<file path="config.mk">
export PLATFORM = sky130hd
export DESIGN_NAME = bus_master
export DESIGN_NICKNAME = d
export VERILOG_FILES = /design/src/design/serial_bus_pkg.sv /design/src/design/bus_master.sv
export SDC_FILE = /design/constraint.sdc
export NUM_CORES = 1
export LEC_CHECK = 0
export BUFFER_PORTS_ARGS = -buffer_cell sky130_fd_sc_hd__buf_2
export CORE_MARGIN = 2
export CORE_UTILIZATION = 25
export CTS_BUF_LIST = sky130_fd_sc_hd__clkbuf_16
export DETAILED_ROUTE_END_ITERATION = 8
export GPL_ROUTABILITY_DRIVEN = 0
export HOLD_SLACK_MARGIN = 0.02
export PLACE_DENSITY = 0.49
export SLEW_MARGIN = 0
export SYNTH_ARGS = -nofsm -noshare
export SYNTH_HDL_FRONTEND = slang
export SYNTH_SLANG_ARGS = --single-unit
</file>
<file path="constraint.sdc">
create_clock -name clk -period 3.9 [get_ports clk]
set_clock_uncertainty 0.1 [all_clocks]
set_input_delay 0.195 -clock clk [delete_from_list [all_inputs] [get_ports clk]]
set_output_delay 0.195 -clock clk [all_outputs]
set_load 0.05 [all_outputs]
</file>
<file path="src/design/serial_bus_pkg.sv">
package serial_bus_pkg;

    localparam int data_w     = 8;
    localparam int sel_w      = 2;
    localparam int offset_w   = 12;
    localparam int addr_w     = sel_w + offset_w;

    // select values 0 .. num_slaves-1 are mapped, the rest are dropped
    localparam int num_slaves = 3;

    // bytes per slave, one per offset value
    localparam int mem_depth  = 1 << offset_w;

    typedef struct packed {
        logic [sel_w-1:0]    sel;
        logic [offset_w-1:0] offset;
    } bus_addr_fields_t;

    // raw view goes out on the wire MSB first, fields view is decoded
    typedef union packed {
        logic [addr_w-1:0] raw;
        bus_addr_fields_t  fields;
    } bus_addr_u;

endpackage

</file>
<file path="src/design/bus_master.sv">
module bus_master
    import serial_bus_pkg::*;
(
    input  logic              clk,
    input  logic              rst_n,
    input  logic              enable,
    input  logic              write,
    input  bus_addr_u         addr,
    input  logic [data_w-1:0] wdata,
    input  logic              bus_grant,
    input  logic              rdata_bit,
    input  logic              rdata_valid,
    output logic              bus_req,
    output logic              addr_tx,
    output logic              addr_valid,
    output logic              write_tx,
    output logic              data_tx,
    output logic              data_valid,
    output logic              done,
    output logic [data_w-1:0] rdata
);

    typedef enum logic [2:0] {
        m_idle,
        m_req,
        m_addr,
        m_data,
        m_rwait,
        m_done
    } master_state_e;

    master_state_e     state;
    logic [3:0]        bit_cnt;
    logic              write_q;
    bus_addr_u         addr_sr;
    logic [data_w-1:0] wdata_sr;
    logic [data_w-1:0] rdata_sr;

    always_ff @(posedge clk or negedge rst_n) begin
        if (!rst_n) begin
            state   <= m_idle;
            bit_cnt <= '0;
            write_q <= 1'b0;
        end else begin
            case (state)
                m_idle: begin
                    if (enable) begin
                        state   <= m_req;
                        write_q <= write;
                    end
                end
                m_req: begin
                    bit_cnt <= '0;
                    if (bus_grant)
                        state <= m_addr;
                end
                m_addr: begin
                    bit_cnt <= bit_cnt + 4'd1;
                    if (bit_cnt == 4'(addr_w - 1)) begin
                        bit_cnt <= '0;
                        state   <= write_q ? m_data : m_rwait;
                    end
                end
                m_data: begin
                    bit_cnt <= bit_cnt + 4'd1;
                    if (bit_cnt == 4'(data_w - 1))
                        state <= m_done;
                end
                m_rwait: begin
                    // wait for the slave, then count returned bits
                    if (rdata_valid) begin
                        bit_cnt <= bit_cnt + 4'd1;
                        if (bit_cnt == 4'(data_w - 1))
                            state <= m_done;
                    end
                end
                default: state <= m_idle;
            endcase
        end
    end

    always_ff @(posedge clk) begin
        if (state == m_idle && enable) begin
            addr_sr  <= addr;
            wdata_sr <= wdata;
        end else if (state == m_addr) begin
            addr_sr.raw <= {addr_sr.raw[addr_w-2:0], 1'b0};
        end else if (state == m_data) begin
            wdata_sr <= {wdata_sr[data_w-2:0], 1'b0};
        end
        if (state == m_rwait && rdata_valid)
            rdata_sr <= {rdata_sr[data_w-2:0], rdata_bit};
    end

    // request stays up through the done cycle
    assign bus_req    = state != m_idle;
    assign addr_tx    = addr_sr.raw[addr_w-1];
    assign addr_valid = state == m_addr;
    assign write_tx   = write_q;
    assign data_tx    = wdata_sr[data_w-1];
    assign data_valid = state == m_data;
    assign done       = state == m_done;
    assign rdata      = rdata_sr;

endmodule

</file>
# Yosys cells after proc, flatten, opt, wreduce, memory -nomap -nowiden
# Cells that the tools add are included.
dict set report op_classes {
  n_addsub 1
  eq_ne 12
  muxes 15
  reduce_logical 11
}
# op count
set ops {}
lappend ops {{14-bit 2-to-1 mux} 2}
lappend ops {{8-bit 2-to-1 mux} 3}
lappend ops {{3-bit 2-to-1 mux} 6}
lappend ops {{4-bit one-hot mux with 4 select lines} 1}
lappend ops {{3-bit one-hot mux with 5 select lines} 1}
lappend ops {{4-bit 2-to-1 mux} 2}
lappend ops {{3-bit by 2-bit == test with 1-bit output (second input constant)} 2}
lappend ops {{3-bit == test (second input constant)} 2}
lappend ops {{2-bit != test (second input constant)} 3}
lappend ops {{2-bit AND reduction} 3}
lappend ops {{4-bit by 1-bit adder with 4-bit output (second input constant)} 1}
lappend ops {{4-bit by 3-bit == test with 1-bit output (second input constant)} 1}
lappend ops {{4-bit == test (second input constant)} 1}
lappend ops {{2-bit by 1-bit != test with 1-bit output (second input constant)} 2}
lappend ops {{4-bit AND reduction} 1}
lappend ops {{2-bit nonzero test} 2}
lappend ops {{4-bit nonzero test} 1}
lappend ops {{3-bit by 1-bit == test with 1-bit output (second input constant)} 1}
lappend ops {{3-bit zero test} 1}
lappend ops {{3-bit nonzero test} 1}
lappend ops {{1-bit logical AND} 2}
dict set report word_totals {
  regBits 38
  inputBits 29
}

# Logic depth before layout (Yosys ltp)
dict set report logic_depth {
  word_depth 4
  depth_mapped 6
  ltp_nobuf 6
}

# Worst setup path after synthesis
# No wires, ideal clock.
dict set report synth_timing {
  path_type {register to register}
  start {register state[2]}
  end {register addr_sr[0] in the netlist's numbering, enable pin}
  setup_time_ps 363
  t_arrival_ps 1882
  path_slack_ps 1555
  path_stages_with_launch 5
  path_cell_list {dfrtp_1 -> clkbuf_1 -> nand2b_1 -> nor2_1 -> or2_1}
}
dict set report synth_via {
  elab_cells_between_ends 4
  classes_between {eq/ne (1); reduce/logical (3)}
}
# item line_no
set synth_lines {}
lappend synth_lines {{start: declaration} bus_master.sv:32} ;# master_state_e state;
lappend synth_lines {{start signal: assignment} bus_master.sv:41} ;# state <= m_idle;
lappend synth_lines {{start signal: assignment} bus_master.sv:48} ;# state <= m_req;
lappend synth_lines {{start signal: assignment} bus_master.sv:55} ;# state <= m_addr;
lappend synth_lines {{3-bit by 2-bit == test with 1-bit output} n/a}
lappend synth_lines {{net addr_valid} bus_master.sv:15} ;# output logic addr_valid,
lappend synth_lines {{2-bit nonzero test (no source line)} n/a}
lappend synth_lines {{end signal: assignment} bus_master.sv:84} ;# addr_sr <= addr;
lappend synth_lines {{end: declaration} bus_master.sv:35} ;# bus_addr_u addr_sr;
# The timed path passes the listed nets, and every way through them passes these cells.
# A chain may end at the register's enable or synchronous reset.

# Worst setup path in the final report
dict set report layout_timing {
  start {register state[2]}
  end {register addr_sr[8] in the netlist's numbering, enable pin}
}
dict set report layout_via {
  elab_chain_len 3
  elab_cells_between_ends 4
  classes_between {eq/ne (1); reduce/logical (3)}
}
# item line_no
set layout_rtl {}
lappend layout_rtl {{3-bit zero test} bus_master.sv:83} ;# if (state == m_idle && enable) begin
lappend layout_rtl {{1-bit logical AND} bus_master.sv:83}
lappend layout_rtl {{2-bit nonzero test (no source line) *} n/a}
# Every way passes the cells marked *; elsewhere a longest branch is shown, timed or not.

==> impl_metrics.json <==
{
  "start_kind": "flip-flop",
  "synth_area_leaders": "edfxtp_1, mux2_1, dfrtp_1",
  "grt_start_max_net_pins": 16,
  "crit_chain": "nand2b_1, nor3_4, buf_4, or2_1",
  "maxCapViolCount": 0,
  "min_period_over_period_pct": 63.5,
  "muxShareOfSynthArea_pct": 15.3,
  "synthSimpleGateAreaFrac_pct": 11.9,
  "timing.rr.start": "state[2]",
  "cts_setup_buffers": 0,
  "rsz0062_at_grt": "false",
  "yosys.area_share.adder_pct": 1.47,
  "setup.worst_path.end": "addr_sr[8]",
  "grt_pass1_wl_um": 4860,
  "cts.htree.levels": 2,
  "dieWidth_um": 86.7,
  "antenna_cells": 0,
  "synth_top_family_by_area": "multiplexers",
  "wl_per_cell_um": 12.7,
  "syn_area_um2": 1710,
  "p_per_area_nw_per_um2": 749,
  "syn-num-nets": 149,
  "numCtsBuffers": 5,
  "crit_fanout": 15,
  "pwr-share-clk_pct": 23.0,
  "dp.cells": 237,
  "first_iter_violations": 17,
  "cpMaxStageDelayCell": "or2_1",
  "fp.dieH_um": 86.7,
  "place_area_um2": 2000,
  "fin_area_um2": 2160,
  "critical_path_class": "reg -> reg",
  "p_comb_share_pct": 31.5,
  "synth-seq-cells": 38,
  "clk_pin_slew_worst_paths_ns": 0.05,
  "drtAntennaViolNets": 0,
  "outcome": "complete, no violations",
  "worst_slew_pin_slew_ns": 1.07,
  "syn_area_per_cell_um2": 14.5,
  "rows": 30,
  "cts_tree": "yes",
  "rr_endpoint": "addr_sr[8]",
  "viasPerCell": 4.27,
  "synth-xor-area-share_pct": 0,
  "grt_use_total_pct": 8.55,
  "area_growth_pct": 26.4,
  "core_region_area_um2": 6720,
  "end_kind": "flip-flop",
  "synth_area_leader_cell": "edfxtp_1",
  "hp-class": "in -> reg",
  "initial_core_util_pct": 25.4,
  "final-hold-violation-count": 0,
  "drive_above_1_share_pct": 31.1,
  "cts_buffer_depth": 2,
  "p_total_mw": 1.62,
  "synth_compound_area_share_pct": 4.91,
  "fin_nets": 197,
  "instances_no_fill": 247,
  "fin_setup_tns_ns": 0,
  "grt_pass1_vias": 987,
  "r2r_cells": 4,
  "synth_cell_type_count": 31,
  "synthCells": 118,
  "final_cell_mix": "buf_2, edfxtp_1, mux2_1",
  "swShare_pct": 33.5,
  "routed_wirelength_um": 3150,
  "clock_latency_ns": 0.27,
  "period_minus_slack_ns": 2.48,
  "cp.required_ns": 3.70,
  "yosysWarningCount": 0,
  "via_count": 1055,
  "cts.sinks": 38,
  "cts-root-buf": "clkbuf_16",
  "ir_drop_uv": 176,
  "slew_headroom_pct": 28.0,
  "power.leakage_nw": 0.871,
  "p_sw_uw": 541,
  "io-pin-count": 44,
  "yosysTopAreaCellShare_pct": 52.7,
  "p_int_mw": 1.07,
  "dr.pass1.iters": 4,
  "mostFrequentLayoutCell": "buf_2",
  "io_buffer_count": 43,
  "fmax_mhz": 404,
  "setup_viol": 0,
  "seq_power_share_pct": 45.5,
  "grt_overflow": 0,
  "worstPathArrival_ns": 2.28,
  "regToRegSetupSlack_ns": 1.42,
  "drc": 0,
  "crit_start": "state[2]",
  "ys_seq_area_share_pct": 64.5,
  "antenna_found_initial": 0,
  "dieArea_um2": 7510,
  "cpPeakStageDelay_ns": 0.53,
  "drv_slew": 0,
  "hpwl_um": 2330
}
-- metrics by stage --
step	setup slack [ns]	hold slack (ns)	utilization (%)
2_1_floorplan	1.55	-0.201	-
3_3_place_gp	1.44	-0.0404	29.8
3_5_place_dp	1.34	-0.0365	29.8
4_1_cts	1.35	0.0388	32.1
5_1_grt	1.20	0.0542	32.1
6_report	1.42	0.0448	32.1
-- what timing repair did --
action	in CTS	in global routing
hold endpoints to repair	9	0
resized for setup	0	0
setup endpoints to repair	0	0
hold buffers	2	0
-- how the worst min path moves through the flow --
stage               startpoint          to  cells after the start
floorplan                rst_n  bit_cnt[0]                      0
global placement         rst_n  bit_cnt[0]                      1
detailed placement       rst_n  bit_cnt[0]                      1
CTS                      write    write_tx                      2
global route             write    write_tx                      2
finish                   write    write_tx                      2
-- registers in the layout, indices dropped and copies added (netlist names) --
signal	count
rdata	8
state	3
addr_sr	14
write_tx	1
wdata_sr	8
bit_cnt	4
-- Yosys cell counts --
cell / number
edfxtp_1: 30
mux2_1: 21
dfrtp_1: 8
nand2_1: 5
nor2_1: 5
and2_1: 4
nor2b_1: 4
o21ai_0: 4
a21oi_1: 3
nand3_1: 3
nor3_1: 3
a21o_1: 2
buf_2: 2
buf_4: 2
ha_1: 2
nand2b_1: 2
o21ai_1: 2
or2_1: 2
or3_1: 2
a211o_1: 1
a22oi_1: 1
and3b_1: 1
clkbuf_1: 1
inv_1: 1
mux2_4: 1
mux2i_1: 1
nand4b_1: 1
nor2_2: 1
nor3_4: 1
nor4b_1: 1
o31ai_1: 1
-- worst max-delay path, delay by kind of cell, from the launching register on --
kind	cells	cell delay (ns)
AND/OR/NAND/NOR	3	1.20
buffers and inverters	1	0.32
flip-flops	1	0.49
-- cell families (layout without fill, tap and decap cells) --
kind of cell,Yosys count,count (layout)
flops,38,38
mux,23,23
fa+ha+maj,2,2
compound gates,14,14
buf+inv,6,55
simple gates,35,35
-- power by group through the flow --
stage               sequential, mW  clock, mW  combinational [mW]
floorplan                    0.761          0               0.374
global placement             0.740          0               0.519
detailed placement           0.746          0               0.520
CTS                          0.738      0.385               0.524
global route                 0.757      0.401               0.567
finish                       0.736      0.371               0.509
-- routing by layer --
| layer | vias to the layer above | wire length [um] | track usage [%] | share of wire, % |
|---|---|---|---|---|
| met3 | 2 | 182 | 2.86 | 5.8 |
| met2 | 32 | 1360 | 12.4 | 43 |
| met5 | - | 0 | 0 | 0 |
| met1 | 484 | 1580 | 11.7 | 50 |
| li1 | 537 | - | - | - |
| met4 | 0 | 17 | 3.41 | 0.54 |
-- area by class of cell --
class,instances,area [um^2]
flip-flops and latches,38,1100
repair buffers,46,243
inverters,1,3.75
clock buffers,5,125
fillers,684,4560
well taps,80,100
clock inverters,3,11.3
multi-input cells,74,574
Note: power is estimated with default switching activity, not from simulation.
