===== src/design/serial_bus_pkg.sv =====
package serial_bus_pkg;

    localparam int data_w     = 8;
    localparam int sel_w      = 2;
    localparam int offset_w   = 12;
    localparam int addr_w     = sel_w + offset_w;

    // select values 0 .. num_slaves-1 are mapped, the rest are dropped
    localparam int num_slaves = 3;

    // bytes per slave, one per offset value
    localparam int mem_depth  = 1 << offset_w;

    typedef struct packed {
        logic [sel_w-1:0]    sel;
        logic [offset_w-1:0] offset;
    } bus_addr_fields_t;

    // raw view goes out on the wire MSB first, fields view is decoded
    typedef union packed {
        logic [addr_w-1:0] raw;
        bus_addr_fields_t  fields;
    } bus_addr_u;

endpackage


===== src/design/command_controller.sv =====
module command_controller
    import serial_bus_pkg::*;
(
    input  logic              clk,
    input  logic              rst_n,
    input  logic              cmd_valid,
    input  logic              cmd_master,
    input  logic              cmd_write,
    input  bus_addr_u         cmd_addr,
    input  logic [data_w-1:0] cmd_wdata,
    input  logic              m1_done,
    input  logic              m2_done,
    output logic              cmd_drop,
    output logic              m1_enable,
    output logic              m1_write,
    output bus_addr_u         m1_addr,
    output logic [data_w-1:0] m1_wdata,
    output logic              m2_enable,
    output logic              m2_write,
    output bus_addr_u         m2_addr,
    output logic [data_w-1:0] m2_wdata
);

    logic [1:0]        full;
    logic [1:0]        enable;
    logic [1:0]        done;
    logic              accept;
    logic [1:0]        write_q;
    bus_addr_u         addr_q  [2];
    logic [data_w-1:0] wdata_q [2];

    assign done = {m2_done, m1_done};

    // a slot is free again in the cycle its done arrives
    assign accept = cmd_valid && cmd_addr.fields.sel < num_slaves
                    && !(full[cmd_master] && !done[cmd_master]);

    always_ff @(posedge clk or negedge rst_n) begin
        if (!rst_n) begin
            full     <= '0;
            enable   <= '0;
            cmd_drop <= 1'b0;
        end else begin
            cmd_drop <= cmd_valid && !accept;
            for (int i = 0; i < 2; i++) begin
                enable[i] <= accept && cmd_master == 1'(i);
                if (accept && cmd_master == 1'(i))
                    full[i] <= 1'b1;
                else if (done[i])
                    full[i] <= 1'b0;
            end
        end
    end

    // held until the master reports done
    always_ff @(posedge clk) begin
        if (accept) begin
            write_q[cmd_master] <= cmd_write;
            addr_q[cmd_master]  <= cmd_addr;
            wdata_q[cmd_master] <= cmd_wdata;
        end
    end

    assign m1_enable = enable[0];
    assign m1_write  = write_q[0];
    assign m1_addr   = addr_q[0];
    assign m1_wdata  = wdata_q[0];
    assign m2_enable = enable[1];
    assign m2_write  = write_q[1];
    assign m2_addr   = addr_q[1];
    assign m2_wdata  = wdata_q[1];

endmodule


===== config.mk =====
export PLATFORM = sky130hd
export DESIGN_NAME = command_controller
export DESIGN_NICKNAME = d
export VERILOG_FILES = /design/src/design/serial_bus_pkg.sv /design/src/design/command_controller.sv
export SDC_FILE = /design/constraint.sdc
export NUM_CORES = 1
export LEC_CHECK = 0
export BUFFER_PORTS_ARGS = -buffer_cell sky130_fd_sc_hd__buf_4
export CAP_MARGIN = 5
export CORE_MARGIN = 2
export CORE_UTILIZATION = 44
export DETAILED_ROUTE_END_ITERATION = 8
export GPL_ROUTABILITY_DRIVEN = 0
export PLACE_DENSITY = 0.74
export SETUP_SLACK_MARGIN = 0.3
export SYNTH_ARGS = -nofsm -noshare
export SYNTH_HDL_FRONTEND = slang
export SYNTH_SLANG_ARGS = --single-unit

===== constraint.sdc =====
create_clock -name clk -period 2.45 [get_ports clk]
set_input_delay 0 -clock clk [delete_from_list [all_inputs] [get_ports clk]]
set_output_delay 0 -clock clk [all_outputs]
set_load 0.05 [all_outputs]

# --- Word level (Yosys, flattened, before mapping) ---
# Memory sizes are Yosys's and may differ from the RTL's.
# Index checks and enable logic that the tools add are counted.
op_classes:
  order_cmp: 3
  mux: 13
  bitwise_logic: 1
  reduce_logical: 12
ops:
  columns: ["cell", "count"]
  rows:
  - ["$mux W1", 11]
  - ["$logic_and A1 B1 Y1", 7]
  - ["$reduce_bool A2 Y1", 2]
  - ["$logic_not A1 Y1", 3]
  - ["$bwmux W2", 1]
  - ["$lt A1 B2 Y1 const B", 1]
  - ["$lt A2 B2 Y1 const B", 1]
  - ["$demux W1 S1", 1]
  - ["$ge A1 B1 Y1 const B", 1]
  - ["$not A1 Y1", 1]
word_totals:
  register_bits: 7
  ram_bits: 44
  input_bits: 29
  output_inout_bits: 49
  word_cells: 36
  memories: 2
memory_table:
  columns: ["memory", "words", "word_bits", "read_ports", "rd_ports_with_merged_regs", "wr", "line_no", "text"]
  rows:
  - ["addr_q", 2, 14, 2, 0, 1, "command_controller.sv:29", "bus_addr_u addr_q [2];"]
  - ["wdata_q", 2, 8, 2, 0, 1, "command_controller.sv:30", "logic [data_w-1:0] wdata_q [2];"]

# --- Logic depth before layout (Yosys ltp) ---
# Gate-level depths: netlist (run 1).
depth:
  depth_word: 8
  ltp_mapped: 2
  ltp_nobuf: 2

# --- Least setup slack after synthesis (run 1) ---
# Ideal clock, no wire load.
synth_path:
  path_type: "reg-to-reg"
  from: "register full[0]"
  to: "memory addr_q[0][0] (netlist bit), enable pin"
  setup_time_ps: 401
  arrival_time_ps: 1479
  required_time_ps: 2049
  setup_slack_ps: 571
  path_stages_with_launch: 3
  path_buffers: 0
  period_less_slack_ps: 1879
  path_cell_list: "dfrtp_1 -> nor2b_1 -> nor3_2"
synth_between:
  elab_chain_cells: 7
synth_rtl:
  columns: ["item", "line_no", "text"]
  rows:
  - ["start: declaration", "command_controller.sv:24", "logic [1:0] full;"]
  - ["start signal: assignment", "command_controller.sv:40", "full <= '0;"]
  - ["start signal: indexed assignment", "command_controller.sv:48", "full[i] <= 1'b1;"]
  - ["start signal: indexed assignment", "command_controller.sv:50", "full[i] <= 1'b0;"]
  - ["$mux W1 (not written as such) (2 in a row)", "command_controller.sv:36", "&& !(full[cmd_master] && !done[cmd_master]);"]
  - ["$logic_and A1 B1 Y1", "command_controller.sv:36", null]
  - ["$logic_not A1 Y1", "command_controller.sv:36", null]
  - ["$logic_and A1 B1 Y1", "command_controller.sv:36", null]
  - ["$mux W1", "command_controller.sv:57", "if (accept) begin"]
  - ["$mux W1 (not written as such)", "command_controller.sv:59", "addr_q[cmd_master] <= cmd_addr;"]
  - ["end: declaration", "command_controller.sv:29", null]
# No other way between the ends. The select of a mux whose other input is x is not followed.

# --- Worst setup path after layout (run 1) ---
layout_path:
  from: "input port cmd_addr[12] (netlist bit)"
  to: "memory wdata_q[1][0], enable pin"
layout_between:
  elab_chain_cells: 5
layout_rtl:
  columns: ["item", "line_no", "text"]
  rows:
  - ["start: declaration", "command_controller.sv:9", "input bus_addr_u cmd_addr,"]
  - ["$lt A2 B2 Y1", "command_controller.sv:35", "assign accept = cmd_valid && cmd_addr.fields.sel < num_slaves"]
  - ["$logic_and A1 B1 Y1", "command_controller.sv:35", null]
  - ["$logic_and A1 B1 Y1", "command_controller.sv:36", null]
  - ["$mux W1", "command_controller.sv:57", null]
  - ["$mux W1 (not written as such)", "command_controller.sv:60", "wdata_q[cmd_master] <= cmd_wdata;"]
  - ["end: declaration", "command_controller.sv:30", null]
# No other way between the ends.

==> results.md, run 1 <==
- IO Port Bufs: 77
- Area contributors post-synth: edfxtp_1 (86%), dfrtp_1 (7.8%), nor3_2 (1.2%)
- # H-tree levels: 2
- I/O pin count: 78
- Met2 wire len: 1942 um
- TritonCTS buffer count: 5
- Final min period: 1702 ps
- CP max stage cell: dlygate4sd3_1
- Worst slew pin tran: 588.7 ps
- Layout cells sized above 1: 0.5000
- Worst Setup Start Kind: input pin
- Routed Antenna Nets: 0
- Largest net degree at the start of global routing: 16
- Total global-route track usage: 0.1804
- PD cells: 661.7 mW/mm^2
- Drt wl/cell: 15.33 um
- Top cell by count, worst path: buf_4
- Die H: 64.38 um
- Ys Warns: 0
- DRC violations left: 0
- Non-filler cells, final: 226
- Status: finished clean
- RSZ-0062 raised after global routing: no
- Final setup fails: 0
- Routed wl met3: 219 um
- Mapped cell area: 0.001604 sq mm
- Worst path bufs/invs: 3
- Iter 0 DRT Violations: 29
- VDD IR max: 517.3 uV
- Post_cts resized: 0
- Slew Limit Headroom: 0.6063
- Cell count after synthesis: 63
- Initial Utilization: 0.4696
- Cell variety after synth: 10
- Max Cap Viol: 0
- Syn_nets: 92
- Chip Width: 64.38 um
- Hold Crit Class: in -> reg
- Die area: 0.004145 sq mm
- Crit path DAT: 1760 ps
- Sequential area share after synthesis: 0.9392
- Area Growth Syn to Fin: 65.44%
- CTS sink cnt: 51
- Setup_tns: 0 ps
- # fillers: 208
- CP Cell Sequence: dlygate4sd3_1 > buf_4 > a21bo_4 > nor3_4 > buf_4
- R2R Setup Slk: 760 ps
- Max Transition Viols Final: 0
- Cell family with most CP delay: buffers and inverters
- Max incr delay on CP: 540 ps
- Crit end category: register
- Initial DRT Pass Iterations: 4
- Final period utilization: 0.6946
- CTS clk-pin slew, worst paths: 130 ps
- Yosys top cell area share: 0.8612
- Post-CTS setup buffer count: 0
- Final #Nets: 208
- Skew final: 4.137 ps
- Final hold violations: 0
- Post-DP HPWL: 2178 um
- Metal1 wirelength: 1257 um
- Clock buffer depth: 2
- Remaining Overflow, GRT: 0
- Cell accounting for the most synthesized area: edfxtp_1
- Core ar.: 0.003416 sq mm
- Max FO, Critical Path: 13
- First-pass GRT wire length: 5264 um
- Crit path required time: 2510 ps
- Vias per cell: 4.518
- Num rows: 21
- Dpl cells: 188
- WS Path Type: in -> reg
- Vias post-DR: 1021
- CTS root buf: clkbuf_4
- Flops & latches, synth: 51
- Antenna cells: 0
- Final WL: 3464 um
- Vias in the first global route: 1052
- Final Power: 1.756 mW
- Top Metal Used: met4
- LEAKAGE: 1.086 nW
- CTS tree: built
- Worst-Skew Late Latency: 350 ps
- Initial antenna violation count: 0
- Max frequency: 587.7 MHz
- Synth Area per Inst: 25.46 sq um
-- sequential cells by signal, summed over array words and instances (netlist names) --
register  cells
addr_q       28
wdata_q      16
enable        2
full          2
write_q       2
cmd_drop      1
-- layout make-up --
type | instances | area, sq um | area share
multi-input combinational | 11 | 106.4 | 0.04008
inverter | 1 | 3.754 | 0.001414
clock inverter | 2 | 35.03 | 0.01320
timing repair buffer | 109 | 893.4 | 0.3366
clock buffer | 6 | 51.30 | 0.01933
sequential | 51 | 1506 | 0.5677
tap | 46 | 57.56 | 0.02169
-- report_power, final --
part / switching [mW] / total, mW / internal [mW]
Sequential: 0.0114 / 1.00 / 0.991
Clock: 0.233 / 0.474 / 0.241
Combinational: 0.170 / 0.279 / 0.110
-- final timing paths --
check	from	cells past startpoint	to
hold reg to reg	full[1]	2	full[1]
min in group asynchronous	rst_n	3	enable[0]
setup / recovery	cmd_addr[12]	5	wdata_q[1][0]
hold / removal	cmd_addr[2]	2	addr_q[1][2]
max in group asynchronous	rst_n	3	full[1]
setup reg to reg	full[0]	3	addr_q[0][11]
-- logic make-up after synthesis --
kind of cell / Yosys count / share of synthesized area
buffers and inverters: 1 / 0.002338
AOI/OAI and AO/OA: 3 / 0.01950
DFF: 51 / 0.9392
and+or+nand+nor: 8 / 0.03900
-- routing by layer --
layer | up-vias | global-route usage
li1 | 481 | -
met1 | 485 | 0.1998
met2 | 49 | 0.3268
met3 | 6 | 0.05810
met4 | 0 | 0.05851
met5 | - | 0
-- cells in the mapped netlist (all sizes together) --
cell type and n:
a21bo 1, dfrtp 5, edfxtp 46, inv 1, nand3 2, nand4b 1, nand4bb 1, nor2b 2
nor3 2, o21bai 2
-- per-stage QoR --
stage	utilization	hold WS (ps)	worst slack, ps	instance area, sq um
floorplan	-	-295.6	570.7	1604
global placement	0.6637	-198.1	813.6	2267
detailed placement	0.6637	-195.8	769.0	2267
CTS	0.7769	333.2	737.4	2654
global route	0.7769	342.7	667.4	2654
finish	0.7769	372.9	748.3	2654
-- cell usage in the layout (no fill, tap or decap), types with 2 or more instances in the layout --
cell type       n
nand3_1         2
clkbuf_4        5
dlygate4sd3_1  30
nor3_4          2
buf_4          79
nor2b_1         2
o21bai_1        2
dfrtp_1         5
edfxtp_1       46
-- worst register-to-register path, stage by stage, from the launching register on --
cell and delay [ps]:
dfrtp_1 400, nor2b_1 180, nor3_4 500, buf_4 330
-- timing repair --
| item | in CTS | in global routing |
|---|---|---|
| setup endpoints to repair | 0 | 0 |
| hold buffers | 30 | 0 |
| hold endpoints to repair | 54 | 0 |
No activity file was read; power rests on OpenSTA's default activity.
==> run 2: changes to the inputs <==
--- a/config.mk
+++ b/config.mk
@@ -8,10 +8,10 @@
 export BUFFER_PORTS_ARGS = -buffer_cell sky130_fd_sc_hd__buf_4
 export CAP_MARGIN = 5
 export CORE_MARGIN = 2
-export CORE_UTILIZATION = 44
+export CORE_UTILIZATION = 40
 export DETAILED_ROUTE_END_ITERATION = 8
 export GPL_ROUTABILITY_DRIVEN = 0
-export PLACE_DENSITY = 0.74
+export PLACE_DENSITY = 0.71
 export SETUP_SLACK_MARGIN = 0.3
 export SYNTH_ARGS = -nofsm -noshare
 export SYNTH_HDL_FRONTEND = slang
==> constraint.sdc (replaced) <==
create_clock -name clk -period 1.55 [get_ports clk]
set_input_delay 0 -clock clk [delete_from_list [all_inputs] [get_ports clk]]
set_output_delay 0 -clock clk [all_outputs]
set_load 0.05 [all_outputs]
==> results.md, run 2 (same netlist as run 1, synthesis figures left out) <==
- Most common cell after layout, fill and taps aside: buf_4
- Iter 0 DRT Violations: 36 (+24%)
- CTS root buf: clkbuf_8
- Die H: 67.33 um (+4.6%)
- First-pass GRT wire length: 4643 um (-12%)
- Worst Setup Start Kind: register
- Non-filler cells, final: 231 (+2.2%)
- Minimum setup slack after placement: 304.4 ps (-464.6 ps)
- Max Cap Viol: 0 (unchanged)
- Crit path required time: 1570 ps (-940 ps)
- Initial DRT Pass Iterations: 4 (unchanged)
- Setup_tns: 0 ps (unchanged)
- Status: finished clean
- Flip-flop count of the largest register after layout: 28 (unchanged)
- Core ar.: 0.003943 sq mm (+15%)
- Layout cells sized above 1: 0.5304 (+0.03039)
- Hold Crit Class: in -> async
- Slew Limit Headroom: 0.8681 (+0.2619)
- CTS tree: built
- RSZ-0062 raised after global routing: yes
- Worst slew pin tran: 197.2 ps (-391.5 ps)
- WS Path Type: reg -> reg
- Vias post-DR: 1016 (-0.49%)
- Crit end category: register
- IO Port Bufs: 77 (unchanged)
- Max frequency: 799.1 MHz
- Skew final: 5.468 ps (+1.332 ps)
- I/O pin count: 78 (unchanged)
- Remaining Overflow, GRT: 0 (unchanged)
- Post-DP HPWL: 2157 um (-0.97%)
- PD cells: 1014 mW/mm^2 (+53%)
- CTS clk-pin slew, worst paths: 80 ps (-50 ps)
- Initial Utilization: 0.4069 (-0.06274)
- Initial antenna violation count: 0 (unchanged)
- VDD IR max: 706.4 uV (+37%)
- Largest reg by FF count: addr_q
- Max Transition Viols Final: 0 (unchanged)
- Dpl cells: 193 (+2.7%)
- DRC violations left: 0 (unchanged)
- Num rows: 23 (+9.5%)
- Worst-Skew Late Latency: 300 ps (-50 ps)
- Final period utilization: 0.8074
- Final min period: 1251 ps
- CTS sink cnt: 51 (unchanged)
- Drt wl/cell: 14.11 um (-8.0%)
- Total global-route track usage: 0.1468 (-0.03358)
- # H-tree levels: 2 (unchanged)
- Chip Width: 67.33 um (+4.6%)
- Setup slack after layout: 298.5 ps (-449.8 ps)
- Final setup fails: 0 (unchanged)
- Max FO, Critical Path: 12 (-1)
- Final #Nets: 209 (+0.48%)
- Crit path DAT: 1270 ps (-490 ps)
- Antenna cells: 0 (unchanged)
- TritonCTS buffer count: 5 (unchanged)
- Final WL: 3259 um (-5.9%)
- Routed Antenna Nets: 0 (unchanged)
- Clock buffer depth: 2 (unchanged)
- Max incr delay on CP: 390 ps (-150 ps)
- Biggest registers after layout: addr_q x28, wdata_q x16
- Largest net degree at the start of global routing: 25 (+9)
- Die area: 0.004533 sq mm (+9.4%)
- Vias in the first global route: 1038 (-1.3%)
- Commonest non-fill, non-tap cells in the layout: buf_4 (79), edfxtp_1 (46), dlygate4sd3_1 (26)
- Final hold violations: 0 (unchanged)
- CP max stage cell: dfrtp_1
- CP Cell Sequence: nor2b_4 > nor3_4 > buf_6 > buf_12
- Area Growth Syn to Fin: 69.66%
- LEAKAGE: 1.110 nW (+2.2%)
- Vias per cell: 4.398 (-2.6%)
[run 2: path summary, 6_finish.rpt]
| path | from | to | slack [ps] | cells past startpoint |
|---|---|---|---|---|
| setup / recovery | full[0] | addr_q[0][0] | 300 | 4 |
| hold / removal | rst_n | cmd_drop | 20 | 2 |
| setup reg to reg | full[0] | addr_q[0][0] | 300 | 4 |
| hold reg to reg | full[1] | cmd_drop | 580 | 2 |
| max in group asynchronous | rst_n | enable[1] | 1420 | 2 |
| min in group clk | m2_done | cmd_drop | 20 | 3 |
[run 2: what timing repair did]
action,in CTS,in global routing
setup endpoints to repair,34,41
resized for setup,1,3
cloned,0,2
setup buffers,0,2
hold endpoints to repair,53,0
pin swaps,0,1
hold buffers,26,0
[run 2: area by class of cell]
cell class	instances	area [sq um]
flip-flops and latches	51	1506
multi-input cells	11	121.4
well taps	50	62.56
inverters	1	3.754
clock buffers	6	72.57
fillers	256	1221
repair buffers	110	940.9
clock inverters	2	13.76
[run 2: worst max-delay path: cells and delay by family (launching register included)]
family                 cells  cell delay [ps]
buffers and inverters      2              290
DFF                        1              390
and+or+nand+nor            2              290
[run 2: per-layer routing]
| metal | global-route usage | wire length (um) | vias up |
|---|---|---|---|
| met4 | 0.05357 | 80 | 0 |
| met1 | 0.1491 | 1175 | 483 |
| met2 | 0.2649 | 1760 | 46 |
| li1 | - | - | 478 |
| met3 | 0.06500 | 242 | 9 |
| met5 | 0 | 0 | - |
[run 2: stage by stage]
step | power, mW | area, sq um | hold WS [ps] | util
2_1_floorplan | 1.835 | 1632 | -295.6 | -
3_3_place_gp | 1.995 | 2307 | -197.5 | 0.5852
3_5_place_dp | 2.003 | 2307 | -196.3 | 0.5852
4_1_cts | 2.765 | 2658 | 17.40 | 0.6741
5_1_grt | 2.876 | 2721 | 14.75 | 0.6903
6_report | 2.760 | 2721 | 18.96 | 0.6903
[run 2: report_power, final]
group / internal (mW) / switching, mW / leakage, nW / total [mW]
sequential: 1.57 / 0.0176 / 0.490 / 1.58
clock: 0.318 / 0.399 / 0.0452 / 0.717
combinational: 0.190 / 0.269 / 0.575 / 0.459
