### src/design/serial_bus_pkg.sv
package serial_bus_pkg;

    localparam int data_w     = 8;
    localparam int sel_w      = 2;
    localparam int offset_w   = 12;
    localparam int addr_w     = sel_w + offset_w;

    // select values 0 .. num_slaves-1 are mapped, the rest are dropped
    localparam int num_slaves = 3;

    // bytes per slave, one per offset value
    localparam int mem_depth  = 1 << offset_w;

    typedef struct packed {
        logic [sel_w-1:0]    sel;
        logic [offset_w-1:0] offset;
    } bus_addr_fields_t;

    // raw view goes out on the wire MSB first, fields view is decoded
    typedef union packed {
        logic [addr_w-1:0] raw;
        bus_addr_fields_t  fields;
    } bus_addr_u;

endpackage

### src/design/bus_arbiter.sv
module bus_arbiter
    import serial_bus_pkg::*;
(
    input  logic clk,
    input  logic rst_n,
    input  logic m1_req,
    input  logic m1_addr_tx,
    input  logic m1_addr_valid,
    input  logic m1_write_tx,
    input  logic m1_data_tx,
    input  logic m1_data_valid,
    input  logic m2_req,
    input  logic m2_addr_tx,
    input  logic m2_addr_valid,
    input  logic m2_write_tx,
    input  logic m2_data_tx,
    input  logic m2_data_valid,
    input  logic s1_data_out,
    input  logic s1_valid_out,
    input  logic s2_data_out,
    input  logic s2_valid_out,
    input  logic s3_data_out,
    input  logic s3_valid_out,
    output logic m1_grant,
    output logic m1_rdata_bit,
    output logic m1_rdata_valid,
    output logic m2_grant,
    output logic m2_rdata_bit,
    output logic m2_rdata_valid,
    output logic s1_addr_bit,
    output logic s1_data_bit,
    output logic s1_valid,
    output logic s1_write_en,
    output logic s2_addr_bit,
    output logic s2_data_bit,
    output logic s2_valid,
    output logic s2_write_en,
    output logic s3_addr_bit,
    output logic s3_data_bit,
    output logic s3_valid,
    output logic s3_write_en
);

    typedef enum logic [1:0] {
        arb_idle,
        arb_m1,
        arb_m2
    } arb_state_e;

    arb_state_e       state;
    logic             last_m2;
    logic [1:0]       sel_cnt;
    logic [sel_w-1:0] sel;
    logic             own_addr, own_addr_valid, own_write, own_data, own_data_valid;
    logic             fwd_valid, fwd_write, fwd_addr, fwd_data;
    logic             sl_bit, sl_valid;
    logic             ret_bit, ret_valid;
    logic [2:0]       hit;

    assign m1_grant = state == arb_m1;
    assign m2_grant = state == arb_m2;

    // a master that is not granted keeps its valids low
    assign own_addr       = m2_grant ? m2_addr_tx : m1_addr_tx;
    assign own_addr_valid = m2_grant ? m2_addr_valid : m1_addr_valid;
    assign own_write      = m2_grant ? m2_write_tx : m1_write_tx;
    assign own_data       = m2_grant ? m2_data_tx : m1_data_tx;
    assign own_data_valid = m2_grant ? m2_data_valid : m1_data_valid;

    always_comb begin
        case (sel)
            0: begin
                sl_bit   = s1_data_out;
                sl_valid = s1_valid_out;
            end
            1: begin
                sl_bit   = s2_data_out;
                sl_valid = s2_valid_out;
            end
            default: begin
                sl_bit   = s3_data_out;
                sl_valid = s3_valid_out;
            end
        endcase
    end

    always_ff @(posedge clk or negedge rst_n) begin
        if (!rst_n) begin
            state     <= arb_idle;
            // m1 wins the first conflict after reset
            last_m2   <= 1'b1;
            sel_cnt   <= '0;
            sel       <= '0;
            fwd_valid <= 1'b0;
            fwd_write <= 1'b0;
            ret_valid <= 1'b0;
        end else begin
            case (state)
                arb_idle: begin
                    if (m1_req && (!m2_req || last_m2)) begin
                        state   <= arb_m1;
                        last_m2 <= 1'b0;
                    end else if (m2_req) begin
                        state   <= arb_m2;
                        last_m2 <= 1'b1;
                    end
                end
                arb_m1: if (!m1_req) state <= arb_idle;
                arb_m2: if (!m2_req) state <= arb_idle;
                default: state <= arb_idle;
            endcase
            // first address bits of the frame select the slave
            if (state == arb_idle) begin
                sel_cnt <= '0;
            end else if (own_addr_valid && sel_cnt < 2'(sel_w)) begin
                sel     <= {sel[sel_w-2:0], own_addr};
                sel_cnt <= sel_cnt + 2'd1;
            end
            fwd_valid <= (own_addr_valid && sel_cnt == 2'(sel_w)) || own_data_valid;
            fwd_write <= own_write;
            ret_valid <= sl_valid;
        end
    end

    always_ff @(posedge clk) begin
        fwd_addr <= own_addr;
        fwd_data <= own_data;
        ret_bit  <= sl_bit;
    end

    assign hit[0] = fwd_valid && sel == 0;
    assign hit[1] = fwd_valid && sel == 1;
    assign hit[2] = fwd_valid && sel == 2;

    assign s1_valid    = hit[0];
    assign s1_write_en = hit[0] && fwd_write;
    assign s1_addr_bit = hit[0] && fwd_addr;
    assign s1_data_bit = hit[0] && fwd_data;
    assign s2_valid    = hit[1];
    assign s2_write_en = hit[1] && fwd_write;
    assign s2_addr_bit = hit[1] && fwd_addr;
    assign s2_data_bit = hit[1] && fwd_data;
    assign s3_valid    = hit[2];
    assign s3_write_en = hit[2] && fwd_write;
    assign s3_addr_bit = hit[2] && fwd_addr;
    assign s3_data_bit = hit[2] && fwd_data;

    // read bits go back to whoever holds the grant
    assign m1_rdata_bit   = ret_bit;
    assign m1_rdata_valid = ret_valid && m1_grant;
    assign m2_rdata_bit   = ret_bit;
    assign m2_rdata_valid = ret_valid && m2_grant;

endmodule

### config.mk
export PLATFORM = sky130hd
export DESIGN_NAME = bus_arbiter
export DESIGN_NICKNAME = d
export VERILOG_FILES = /design/src/design/serial_bus_pkg.sv /design/src/design/bus_arbiter.sv
export SDC_FILE = /design/constraint.sdc
export NUM_CORES = 1
export LEC_CHECK = 0
export ABC_AREA = 1
export BUFFER_PORTS_ARGS = -buffer_cell sky130_fd_sc_hd__buf_2
export CAP_MARGIN = 40
export CORE_AREA = 3 3 45 47
export CTS_CLUSTER_SIZE = 28
export DETAILED_ROUTE_END_ITERATION = 16
export DIE_AREA = 0 0 48 50
export GPL_TIMING_DRIVEN = 0
export HOLD_SLACK_MARGIN = 0.05
export PLACE_DENSITY = 0.86
export SYNTH_ARGS = -nofsm -noshare
export SYNTH_HDL_FRONTEND = slang
export SYNTH_SLANG_ARGS = --single-unit
### constraint.sdc
create_clock -name clk -period 2 [get_ports clk]
set_input_delay 0.1 -clock clk [delete_from_list [all_inputs] [get_ports clk]]
set_output_delay 0.1 -clock clk [all_outputs]
set_load 0.02 [all_outputs]
After elaboration in Yosys (flattened, before gate mapping):

Index checks and enable logic that the tools add are counted.
Widths: inputs -> output; s select.

* flip-flop bits (word level): 13
* bits of input ports: 20
* output and inout bits: 18

* $lt $le $gt $ge: 1
* multiplexer cells: 16
* $add $sub $neg: 1
* eq/ne operators: 8
* reductions and logical operators: 27
* bitwise logic cells: 1

Operator list (number)
* $logic_and 1x1->1: 17
* $mux 2: 6
* $mux 1: 7
* $eq 2x2->1 const B: 3
* $pmux 2 s3: 1
* $eq 2x1->1 const B: 2
* $logic_not 2->1: 2
* $ne 2x2->1 const B: 2
* $pmux 1 s2: 2
* $reduce_and 2->1: 2
* $reduce_bool 2->1: 2
* $ne 3x3->1 const B: 1
* $reduce_and 3->1: 1
* $add 2x1->2 const B: 1
* $logic_or 1x1->1: 2
* $lt 2x2->1 const B: 1
* $logic_not 1->1: 1
* $not 1->1: 1

Logic depth before layout (Yosys ltp):

Gate-level depths: netlist of run 1.

* depth after elaboration: 5
* depth in mapped cells: 7

Least setup slack after synthesis of run 1:

No wires, ideal clock.

* path kind: register to output
* start point: register sel[1]
* end point: output s3_addr_bit
* arrival time: 1245 ps
* slack: 655 ps
* buffers on the path: 0
* stages on the path, launching flop included: 5
* cells stage by stage: dfrtp_1 inv_1 nor3_2 inv_2 nor2_1

* longest elaborated chain between the ends: 3

Ends and longest elaborated chain
* start, declared: RTL line bus_arbiter.sv:53 `logic [sel_w-1:0] sel;`
* start signal, assigned: RTL line bus_arbiter.sv:116 `sel <= {sel[sel_w-2:0], own_addr};`
* $eq 2x2->1: RTL line bus_arbiter.sv:133 `assign hit[2] = fwd_valid && sel == 2;`
* $logic_and 1x1->1: RTL line bus_arbiter.sv:133
* via s3_valid: RTL line bus_arbiter.sv:40 `output logic s3_valid,`
* $logic_and 1x1->1: RTL line bus_arbiter.sv:145 `assign s3_addr_bit = hit[2] && fwd_addr;`
* end, declared: RTL line bus_arbiter.sv:38 `output logic s3_addr_bit,`

The timed path passes the listed nets, and every way through them passes these cells.

Worst setup path in the final report of run 1:

* start point: register state[0]
* end point: register fwd_valid

* longest elaborated chain between the ends: 4
* elaborated cells on any way between the ends: 5
* classes of those cells: eq/ne (1); mux (2); reduce/logical (2)

Ends and longest elaborated chain
* start, declared: RTL line bus_arbiter.sv:50 `arb_state_e state;`
* start signal, assigned: RTL line bus_arbiter.sv:89 `state <= arb_idle;`
* start signal, assigned: RTL line bus_arbiter.sv:101 `state <= arb_m1;`
* start signal, assigned: RTL line bus_arbiter.sv:104 `state <= arb_m2;`
* $eq 2x2->1 (*): RTL line bus_arbiter.sv:61 `assign m2_grant = state == arb_m2;`
* $mux 1: RTL line bus_arbiter.sv:65 `assign own_addr_valid = m2_grant ? m2_addr_valid : m1_addr_valid;`
* $logic_and 1x1->1: RTL line bus_arbiter.sv:119 `fwd_valid <= (own_addr_valid && sel_cnt == 2'(sel_w)) || own_data_valid;`
* $logic_or 1x1->1 (*): RTL line bus_arbiter.sv:119
* end signal, assigned: RTL line bus_arbiter.sv:119
* end, declared: RTL line bus_arbiter.sv:55 `logic fwd_valid, fwd_write, fwd_addr, fwd_data;`

Every way passes the cells marked *; elsewhere a longest branch is shown, timed or not.
A chain may end at the register's enable or synchronous reset.

==> results.txt, run 1 <==
----------------------------------------------------
[STA]
  Post-route setup TNS ... 0 ps
  Final-layout worst hold slack ... 46.86 ps
  RSZ-0062 raised after global routing ... false
  Final critical delay including setup and external delays ... 1572 ps
  Count of final hold-check violations ... 0
  Share of the clock period used by the worst path ... 0.7861
  Number of setup violations in the final report ... 0
  Post-route clock skew ... 1.574 ps
  Pin slew with the least headroom to its limit ... 255.3 ps
  Number of pins with negative max-slew slack in the final report ... 0
  Tightest slew margin relative to the limit ... 0.8298
  Maximum clock rate ... 636.1 MHz

[Yosys]
  Number of cells produced by synthesis ... 95
  Sequential element share of the synthesized area ... 0.4286
  FFs w/ async S/R, synth ... 0.7692
  Net count of the mapped netlist ... 116
  Flops & latches, synth ... 13
  Area fraction of the dominant cell type after synthesis ... 0.3098
  Synthesis Warnings ... 0
  Cell variety after synth ... 20
  Synthesized area per cell ... 7.652 um^2
  Most frequently used cell type in the post-synthesis netlist ... sky130_fd_sc_hd__nand2_1
  Primary flip-flop cell chosen by synthesis mapping ... sky130_fd_sc_hd__dfrtp_1
  Ranking of synthesized cells by area ... sky130_fd_sc_hd__dfrtp_1, sky130_fd_sc_hd__nand2_1, sky130_fd_sc_hd__dfxtp_1
  Top cells by count, synth ... sky130_fd_sc_hd__nand2_1, sky130_fd_sc_hd__inv_1, sky130_fd_sc_hd__nor2_1
  Cell area after synthesis ... 726.9 um^2
  Number of flops mapped to enable cells by yosys ... 0
  Library cell occupying the most area in the post-synthesis netlist ... sky130_fd_sc_hd__dfrtp_1

[Worst setup path]
  WP data arrival ... 1740 ps
  Sequence of cells on the critical path ... inv_2, nand2_4, nand2_4, nand2_4, nand2_1, nand3_1, dlygate4sd3_1
  Peak per-stage delay on the critical path ... 550 ps
  Reg2reg setup slack ... 430 ps
  Worst reg2reg startpoint ... state[0]$_DFFE_PN0P_
  Cell mode on critical path ... sky130_fd_sc_hd__nand2_4
  Worst reg2reg path depth ... 7
  Standard cell with the maximum stage delay on the critical path ... sky130_fd_sc_hd__dlygate4sd3_1
  Startpoint types ... register
  Kind of end point of the critical path ... register
  Crit Path Max Fanout ... 7
  Classification of the worst setup path ... reg2reg
  Worst EP required ... 2170 ps
  Capture point of the worst reg-to-reg path ... fwd_valid$_DFF_PN0_

[Final layout]
  Final #Nets ... 167
  Fraction of layout instances using a drive strength above 1 ... 0.3931
  Number of antenna cells inserted ... 0
  Fin cells ... 162
  Layout-stage area growth over the synthesis result ... 44.41%

[Power]
  Net load switching power ... 0.6519 mW
  Sequential Power Share ... 0.333
  Power per unit of standard cell area ... 1325 nW/um^2
  Static Leak ... 0.6233 nW
  Internal Dissipation ... 0.7391 mW
  Clock network power share ... 0.119
  VDD IR-drop max ... 0.6492 mV
  Switch share ... 0.4687
  Part of the power in combinational logic ... 0.548

[Clock network]
  Number of levels in the clock H-tree ... 1
  Post-CTS setup-driven buffer insertion count ... 0
  Clock sink total ... 13
  Hold bufs inserted after CTS ... 9
  Clk pin slew, worst setup/hold paths ... 80 ps
  Clk root buf ... sky130_fd_sc_hd__clkbuf_4
  Clk Latency, worst-skew pair ... 280 ps
  Gates resized, CTS repair ... 0
  TritonCTS clock tree ... built
  Number of buffers created by CTS ... 3
  Buffer depth of the longest clock path ... 2

[Placed design]
  Placed cells ... 149
  Number of port buffers ... 37
  Placer Congestion ... 0.7304
  Total half-perimeter wirelength after legalization and detailed placement ... 1.280 mm

[Status]
  Run status ... finished, final reports clean

[Floorplanning]
  Overall die area ... 2400 um^2
  Die span in y ... 50 um
  Number of top-level design ports ... 38
  Row Count ... 15
  Core area ... 1689 um^2
  Effective utilization at floorplan ... 0.4304
  Die X ... 48 um

[Global routing]
  Number of antenna violations at the first check in global routing ... 0
  Wire length of the first global-routing pass ... 2.559 mm
  Overall routing resource usage ... 0.1478
  Number of global-route vias before repair ... 685
  Largest net degree at the start of global routing ... 11
  Grt total ovfl ... 0

[Detailed routing]
  Vias ... 771
  Iteration count of the initial detailed-routing pass ... 4
  DRC viols ... 0
  Starting DRT DRC Count ... 11
  Detailed Route WL ... 1.663 mm
  Routed Antenna Nets ... 0
  Number of vias per cell after detailed routing ... 4.759
  Average detailed-routed wire length per instance ... 10.27 um

[Worst hold path]
  Number of cells on the worst hold path ... 3
  Hold path endpoint ... ret_valid$_DFF_PN0_
  Worst Hold Launch ... s1_valid_out
  Worst hold path class ... in2reg

[Flow run]
  Max-Cap Viols ... 0

----------------------------------------------------
## worst max path at each step
stage                              start             endpoint  cells past startpoint
floorplan             sel[1]$_DFFE_PN0P_          s3_addr_bit                      4
global placement      sel[1]$_DFFE_PN0P_          s3_data_bit                      5
detailed placement    sel[0]$_DFFE_PN0P_          s2_write_en                      5
CTS                 state[0]$_DFFE_PN0P_  fwd_valid$_DFF_PN0_                      7
global route        state[0]$_DFFE_PN0P_  fwd_valid$_DFF_PN0_                      7
finish              state[0]$_DFFE_PN0P_  fwd_valid$_DFF_PN0_                      7
## through the flow
step	area (um^2)	power (mW)	worst slack, ps	utilization
floorplan	726.9	0.9830	655.2	-
global placement	933.4	1.156	883.0	0.5526
detailed placement	933.4	1.180	854.1	0.5526
CTS	1050	1.401	426.5	0.6215
global route	1050	1.512	330.4	0.6215
finish	1050	1.391	427.9	0.6215
## registers in the layout, indices dropped and copies added, names as in the netlist
name / count
sel: 2
sel_cnt: 2
state: 2
fwd_addr: 1
fwd_data: 1
fwd_valid: 1
fwd_write: 1
last_m2: 1
m1_rdata_bit: 1
ret_valid: 1
## per-layer routing
metal  vias up  global-route usage  wire, um
met1       335              0.1606       667
met4         0             0.06726        34
met5         -                   0         0
met3         5             0.03650       140
li1        396                   -         -
met2        35              0.2533       821
## power groups by stage
stage	registers (mW)	clock network (mW)	logic, mW
detailed placement	0.468	0	0.713
finish	0.463	0.166	0.762
global route	0.476	0.183	0.853
floorplan	0.465	0	0.518
CTS	0.463	0.170	0.768
global placement	0.461	0	0.695
## worst max-delay path, delay by kind of cell (launching register included)
family                 cells  cell delay (ps)
buffers and inverters      2              690
AND/OR/NAND/NOR            5              370
flip-flops                 1              390
## cell usage in the layout, fill, tap and decap left out
master	n
sky130_fd_sc_hd__nand2_2	1
sky130_fd_sc_hd__a311oi_1	1
sky130_fd_sc_hd__dfrtp_1	9
sky130_fd_sc_hd__nand4_1	3
sky130_fd_sc_hd__o211ai_2	1
sky130_fd_sc_hd__nand3_2	2
sky130_fd_sc_hd__dfxtp_1	3
sky130_fd_sc_hd__inv_1	15
sky130_fd_sc_hd__nor3_2	2
sky130_fd_sc_hd__nand2_4	4
sky130_fd_sc_hd__o21ai_2	1
sky130_fd_sc_hd__a21oi_1	1
sky130_fd_sc_hd__clkbuf_4	3
sky130_fd_sc_hd__clkbuf_1	1
sky130_fd_sc_hd__buf_2	37
sky130_fd_sc_hd__dfstp_2	1
sky130_fd_sc_hd__buf_4	1
sky130_fd_sc_hd__nand3_1	7
sky130_fd_sc_hd__inv_2	4
sky130_fd_sc_hd__nand2_1	24
sky130_fd_sc_hd__ha_1	1
sky130_fd_sc_hd__dlygate4sd3_1	9
sky130_fd_sc_hd__nor3_1	1
sky130_fd_sc_hd__nor2_1	13
## logic make-up (layout without fill, tap and decap cells)
| logic type | Yosys count | after routing | synth area share |
|---|---|---|---|
| buf+inv | 20 | 70 | 0.1084 |
| simple gates | 57 | 57 | 0.3976 |
| flops | 13 | 13 | 0.4286 |
| fa+ha+maj | 1 | 1 | 0.01721 |
| compound gates | 4 | 4 | 0.04819 |
## final cells by class
class                           instances  area (um^2)
Tap cell                               17        21.27
Fill cell                             153        639.4
Inverter                               19        71.32
Multi-Input combinational cell         62        336.6
Sequential cell                        13        311.5
Buffer                                  1        7.507
Timing Repair Buffer                   46        275.3
Clock buffer                            4        26.28
No activity file was read; power rests on OpenSTA's default activity.
==> run 2, diff against run 1 <==
- CORE_AREA: 3 3 45 47 -> 3 3 46 48
- DIE_AREA: 0 0 48 50 -> 0 0 49 51
- PLACE_DENSITY: 0.86 -> 0.83
- clock period: 2 -> 1.57 ns (I/O delays scaled with it)
==> results.txt, run 2 (synthesized netlist as in run 1, its figures left out) <==
----------------------------------------------------
[Clock network]
  Clk Latency, worst-skew pair ... 280 ps (about the same)
  Buffer depth of the longest clock path ... 2 (unchanged)
  Clock sink total ... 13 (unchanged)
  Clk root buf ... sky130_fd_sc_hd__clkbuf_4
  Clk pin slew, worst setup/hold paths ... 70 ps (about the same)
  Number of levels in the clock H-tree ... 1 (unchanged)
  Number of buffers created by CTS ... 3 (unchanged)
  TritonCTS clock tree ... built

[Worst setup path]
  Crit Path Max Fanout ... 7 (unchanged)
  Worst EP required ... 1790 ps (-380 ps)
  Kind of end point of the critical path ... register
  Cell family contributing the most delay on the critical path ... buffers and inverters
  Capture point of the worst reg-to-reg path ... fwd_write$_DFF_PN0_
  Startpoint of the worst setup timing path ... state[0]$_DFFE_PN0P_
  Startpoint types ... register
  WP data arrival ... 1700 ps (-40 ps)
  Worst reg2reg path depth ... 6 (-1)
  Reg2reg setup slack ... 80 ps (-340 ps)
  Sequence of cells on the critical path ... inv_2, nand2_4, inv_1, nand2_1, nand2_1, dlygate4sd3_1
  Number of buffers and inverters on the critical path ... 3 (+1)
  Worst reg2reg startpoint ... state[0]$_DFFE_PN0P_
  Classification of the worst setup path ... reg2reg
  Cell mode on critical path ... sky130_fd_sc_hd__nand2_1
  Peak per-stage delay on the critical path ... 540 ps (about the same)
  Standard cell with the maximum stage delay on the critical path ... sky130_fd_sc_hd__dlygate4sd3_1

[Detailed routing]
  Average detailed-routed wire length per instance ... 10.95 um (+6.7%)
  Routed Antenna Nets ... 0 (unchanged)
  DRC viols ... 0 (unchanged)
  Starting DRT DRC Count ... 12 (+1)
  Detailed Route WL ... 1.905 mm (+15%)
  Number of vias per cell after detailed routing ... 4.638 (-2.5%)
  Iteration count of the initial detailed-routing pass ... 4 (unchanged)
  Vias ... 807 (+4.7%)

[STA]
  Pin slew with the least headroom to its limit ... 241.7 ps (-13.53 ps)
  Post-route setup TNS ... 0 ps (unchanged)
  Count of final hold-check violations ... 0 (unchanged)
  Number of pins with negative max-slew slack in the final report ... 0 (unchanged)
  Number of setup violations in the final report ... 0 (unchanged)
  Post-route clock skew ... 5.199 ps (+3.625 ps)
  RSZ-0062 raised after global routing ... false
  Tightest slew margin relative to the limit ... 0.8388 (+0.009019)
  Share of the clock period used by the worst path ... 0.9465 (+0.1604)
  Final critical delay including setup and external delays ... 1486 ps (-86.13 ps)
  Maximum clock rate ... 672.9 MHz (+5.8%)

[Floorplanning]
  Row Count ... 15 (unchanged)
  Overall die area ... 2499 um^2 (+4.1%)
  Core area ... 1745 um^2 (+3.3%)
  Die X ... 49 um (+2.1%)
  Effective utilization at floorplan ... 0.4165 (-0.01388)
  Die span in y ... 51 um (+2.0%)
  Number of top-level design ports ... 38 (unchanged)

[Final layout]
  Final #Nets ... 171 (+2.4%)
  Biggest registers after layout ... sel x2, sel_cnt x2, state x2
  Most frequent cells in the layout ... sky130_fd_sc_hd__buf_2, sky130_fd_sc_hd__nand2_1, sky130_fd_sc_hd__inv_1, sky130_fd_sc_hd__nor2_1, sky130_fd_sc_hd__dlygate4sd3_1
  Fin cells ... 174 (+7.4%)
  Fraction of layout instances using a drive strength above 1 ... 0.3960 (+0.002870)
  Most common cell after layout, fill and taps aside ... sky130_fd_sc_hd__buf_2
  Layout-stage area growth over the synthesis result ... 51.64%
  Number of antenna cells inserted ... 0 (unchanged)

[Placed design]
  Total half-perimeter wirelength after legalization and detailed placement ... 1.370 mm (+7.0%)
  Placed cells ... 157 (+5.4%)
  Placer Congestion ... 0.7344 (+0.55%)
  Number of port buffers ... 37 (unchanged)

[Status]
  Run status ... finished, final reports clean

[Global routing]
  Grt total ovfl ... 0 (unchanged)
  Largest net degree at the start of global routing ... 11 (unchanged)
  Number of global-route vias before repair ... 843 (+23%)
  Number of antenna violations at the first check in global routing ... 0 (unchanged)
  Overall routing resource usage ... 0.1762 (+0.02845)
  Wire length of the first global-routing pass ... 3.429 mm (+34%)

[Power]
  Power per unit of standard cell area ... 1642 nW/um^2 (+24%)
  Static Leak ... 0.6378 nW (+2.3%)
  VDD IR-drop max ... 0.7760 mV (+20%)

[Worst hold path]
  Hold path endpoint ... fwd_addr$_DFF_P_
  Worst hold path class ... in2reg
  Worst Hold Launch ... m2_addr_tx
  Number of cells on the worst hold path ... 3 (unchanged)

[Flow run]
  Max-Cap Viols ... 0 (unchanged)

----------------------------------------------------
-- run 2: cell types whose count changed in the layout (fill, tap and decap cells not counted) --
cell                            delta
sky130_fd_sc_hd__dlygate4sd3_1     +4
sky130_fd_sc_hd__dfrtp_1           -2
sky130_fd_sc_hd__dfrtp_2           +2
-- run 2: report_power, final --
group | internal, mW | switching [mW] | total, mW | leakage, nW
registers | 0.483 | 0.109 | 0.592 | 0.146
logic | 0.379 | 0.630 | 1.01 | 0.476
clock network | 0.0986 | 0.110 | 0.209 | 0.0150
total | 0.960 | 0.850 | 1.81 | 0.638
-- run 2: through the flow --
step	hold WS [ps]	setup slack (ps)	utilization	instance area, um^2	power, mW
after CTS	59.34	97.68	0.6301	1100	1.814
final	62.37	83.98	0.6315	1102	1.810
after global placement	-51.01	468.5	0.5405	943.4	1.475
after detailed placement	-46.21	416.9	0.5405	943.4	1.520
after floorplan	-217.1	246.7	-	726.9	1.252
after global routing	72.83	14.64	0.6315	1102	1.962
-- run 2: tightest hold or removal path, delay by kind of cell --
kind	cells	cell delay (ps)
and+or+nand+nor	2	140
buffers and inverters	1	80
-- run 2: final cells by class --
cell class	instances	area, um^2
timing repair buffer	50	315.3
tap	25	31.28
multi-input combinational	62	336.6
sequential	13	314.1
inverter	19	71.32
fill	152	643.1
buffer	1	7.507
clock buffer	4	26.28
-- run 2: worst max path at each step --
stage / endpoint / slack (ps) / cells past startpoint
after floorplan: s3_addr_bit / 250 / 4
after global placement: s3_data_bit / 470 / 5
after detailed placement: s2_data_bit / 420 / 5
after CTS: s2_data_bit / 100 / 5
after global routing: s1_addr_bit / 10 / 4
final: fwd_write$_DFF_PN0_ / 80 / 6
-- run 2: layer usage --
layer	up-vias	GRT usage	share of wire
met3	7	0.04082	0.079
met4	0	0.09479	0.024
li1	399	-	-
met1	364	0.1706	0.37
met2	37	0.3439	0.52
met5	-	0	0
-- run 2: what timing repair did --
action,in CTS,in global routing
hold buffers,13,0
endpoints found under the hold margin,18,0
setup endpoints to repair,0,2
setup buffers,0,0
resized for setup,0,2
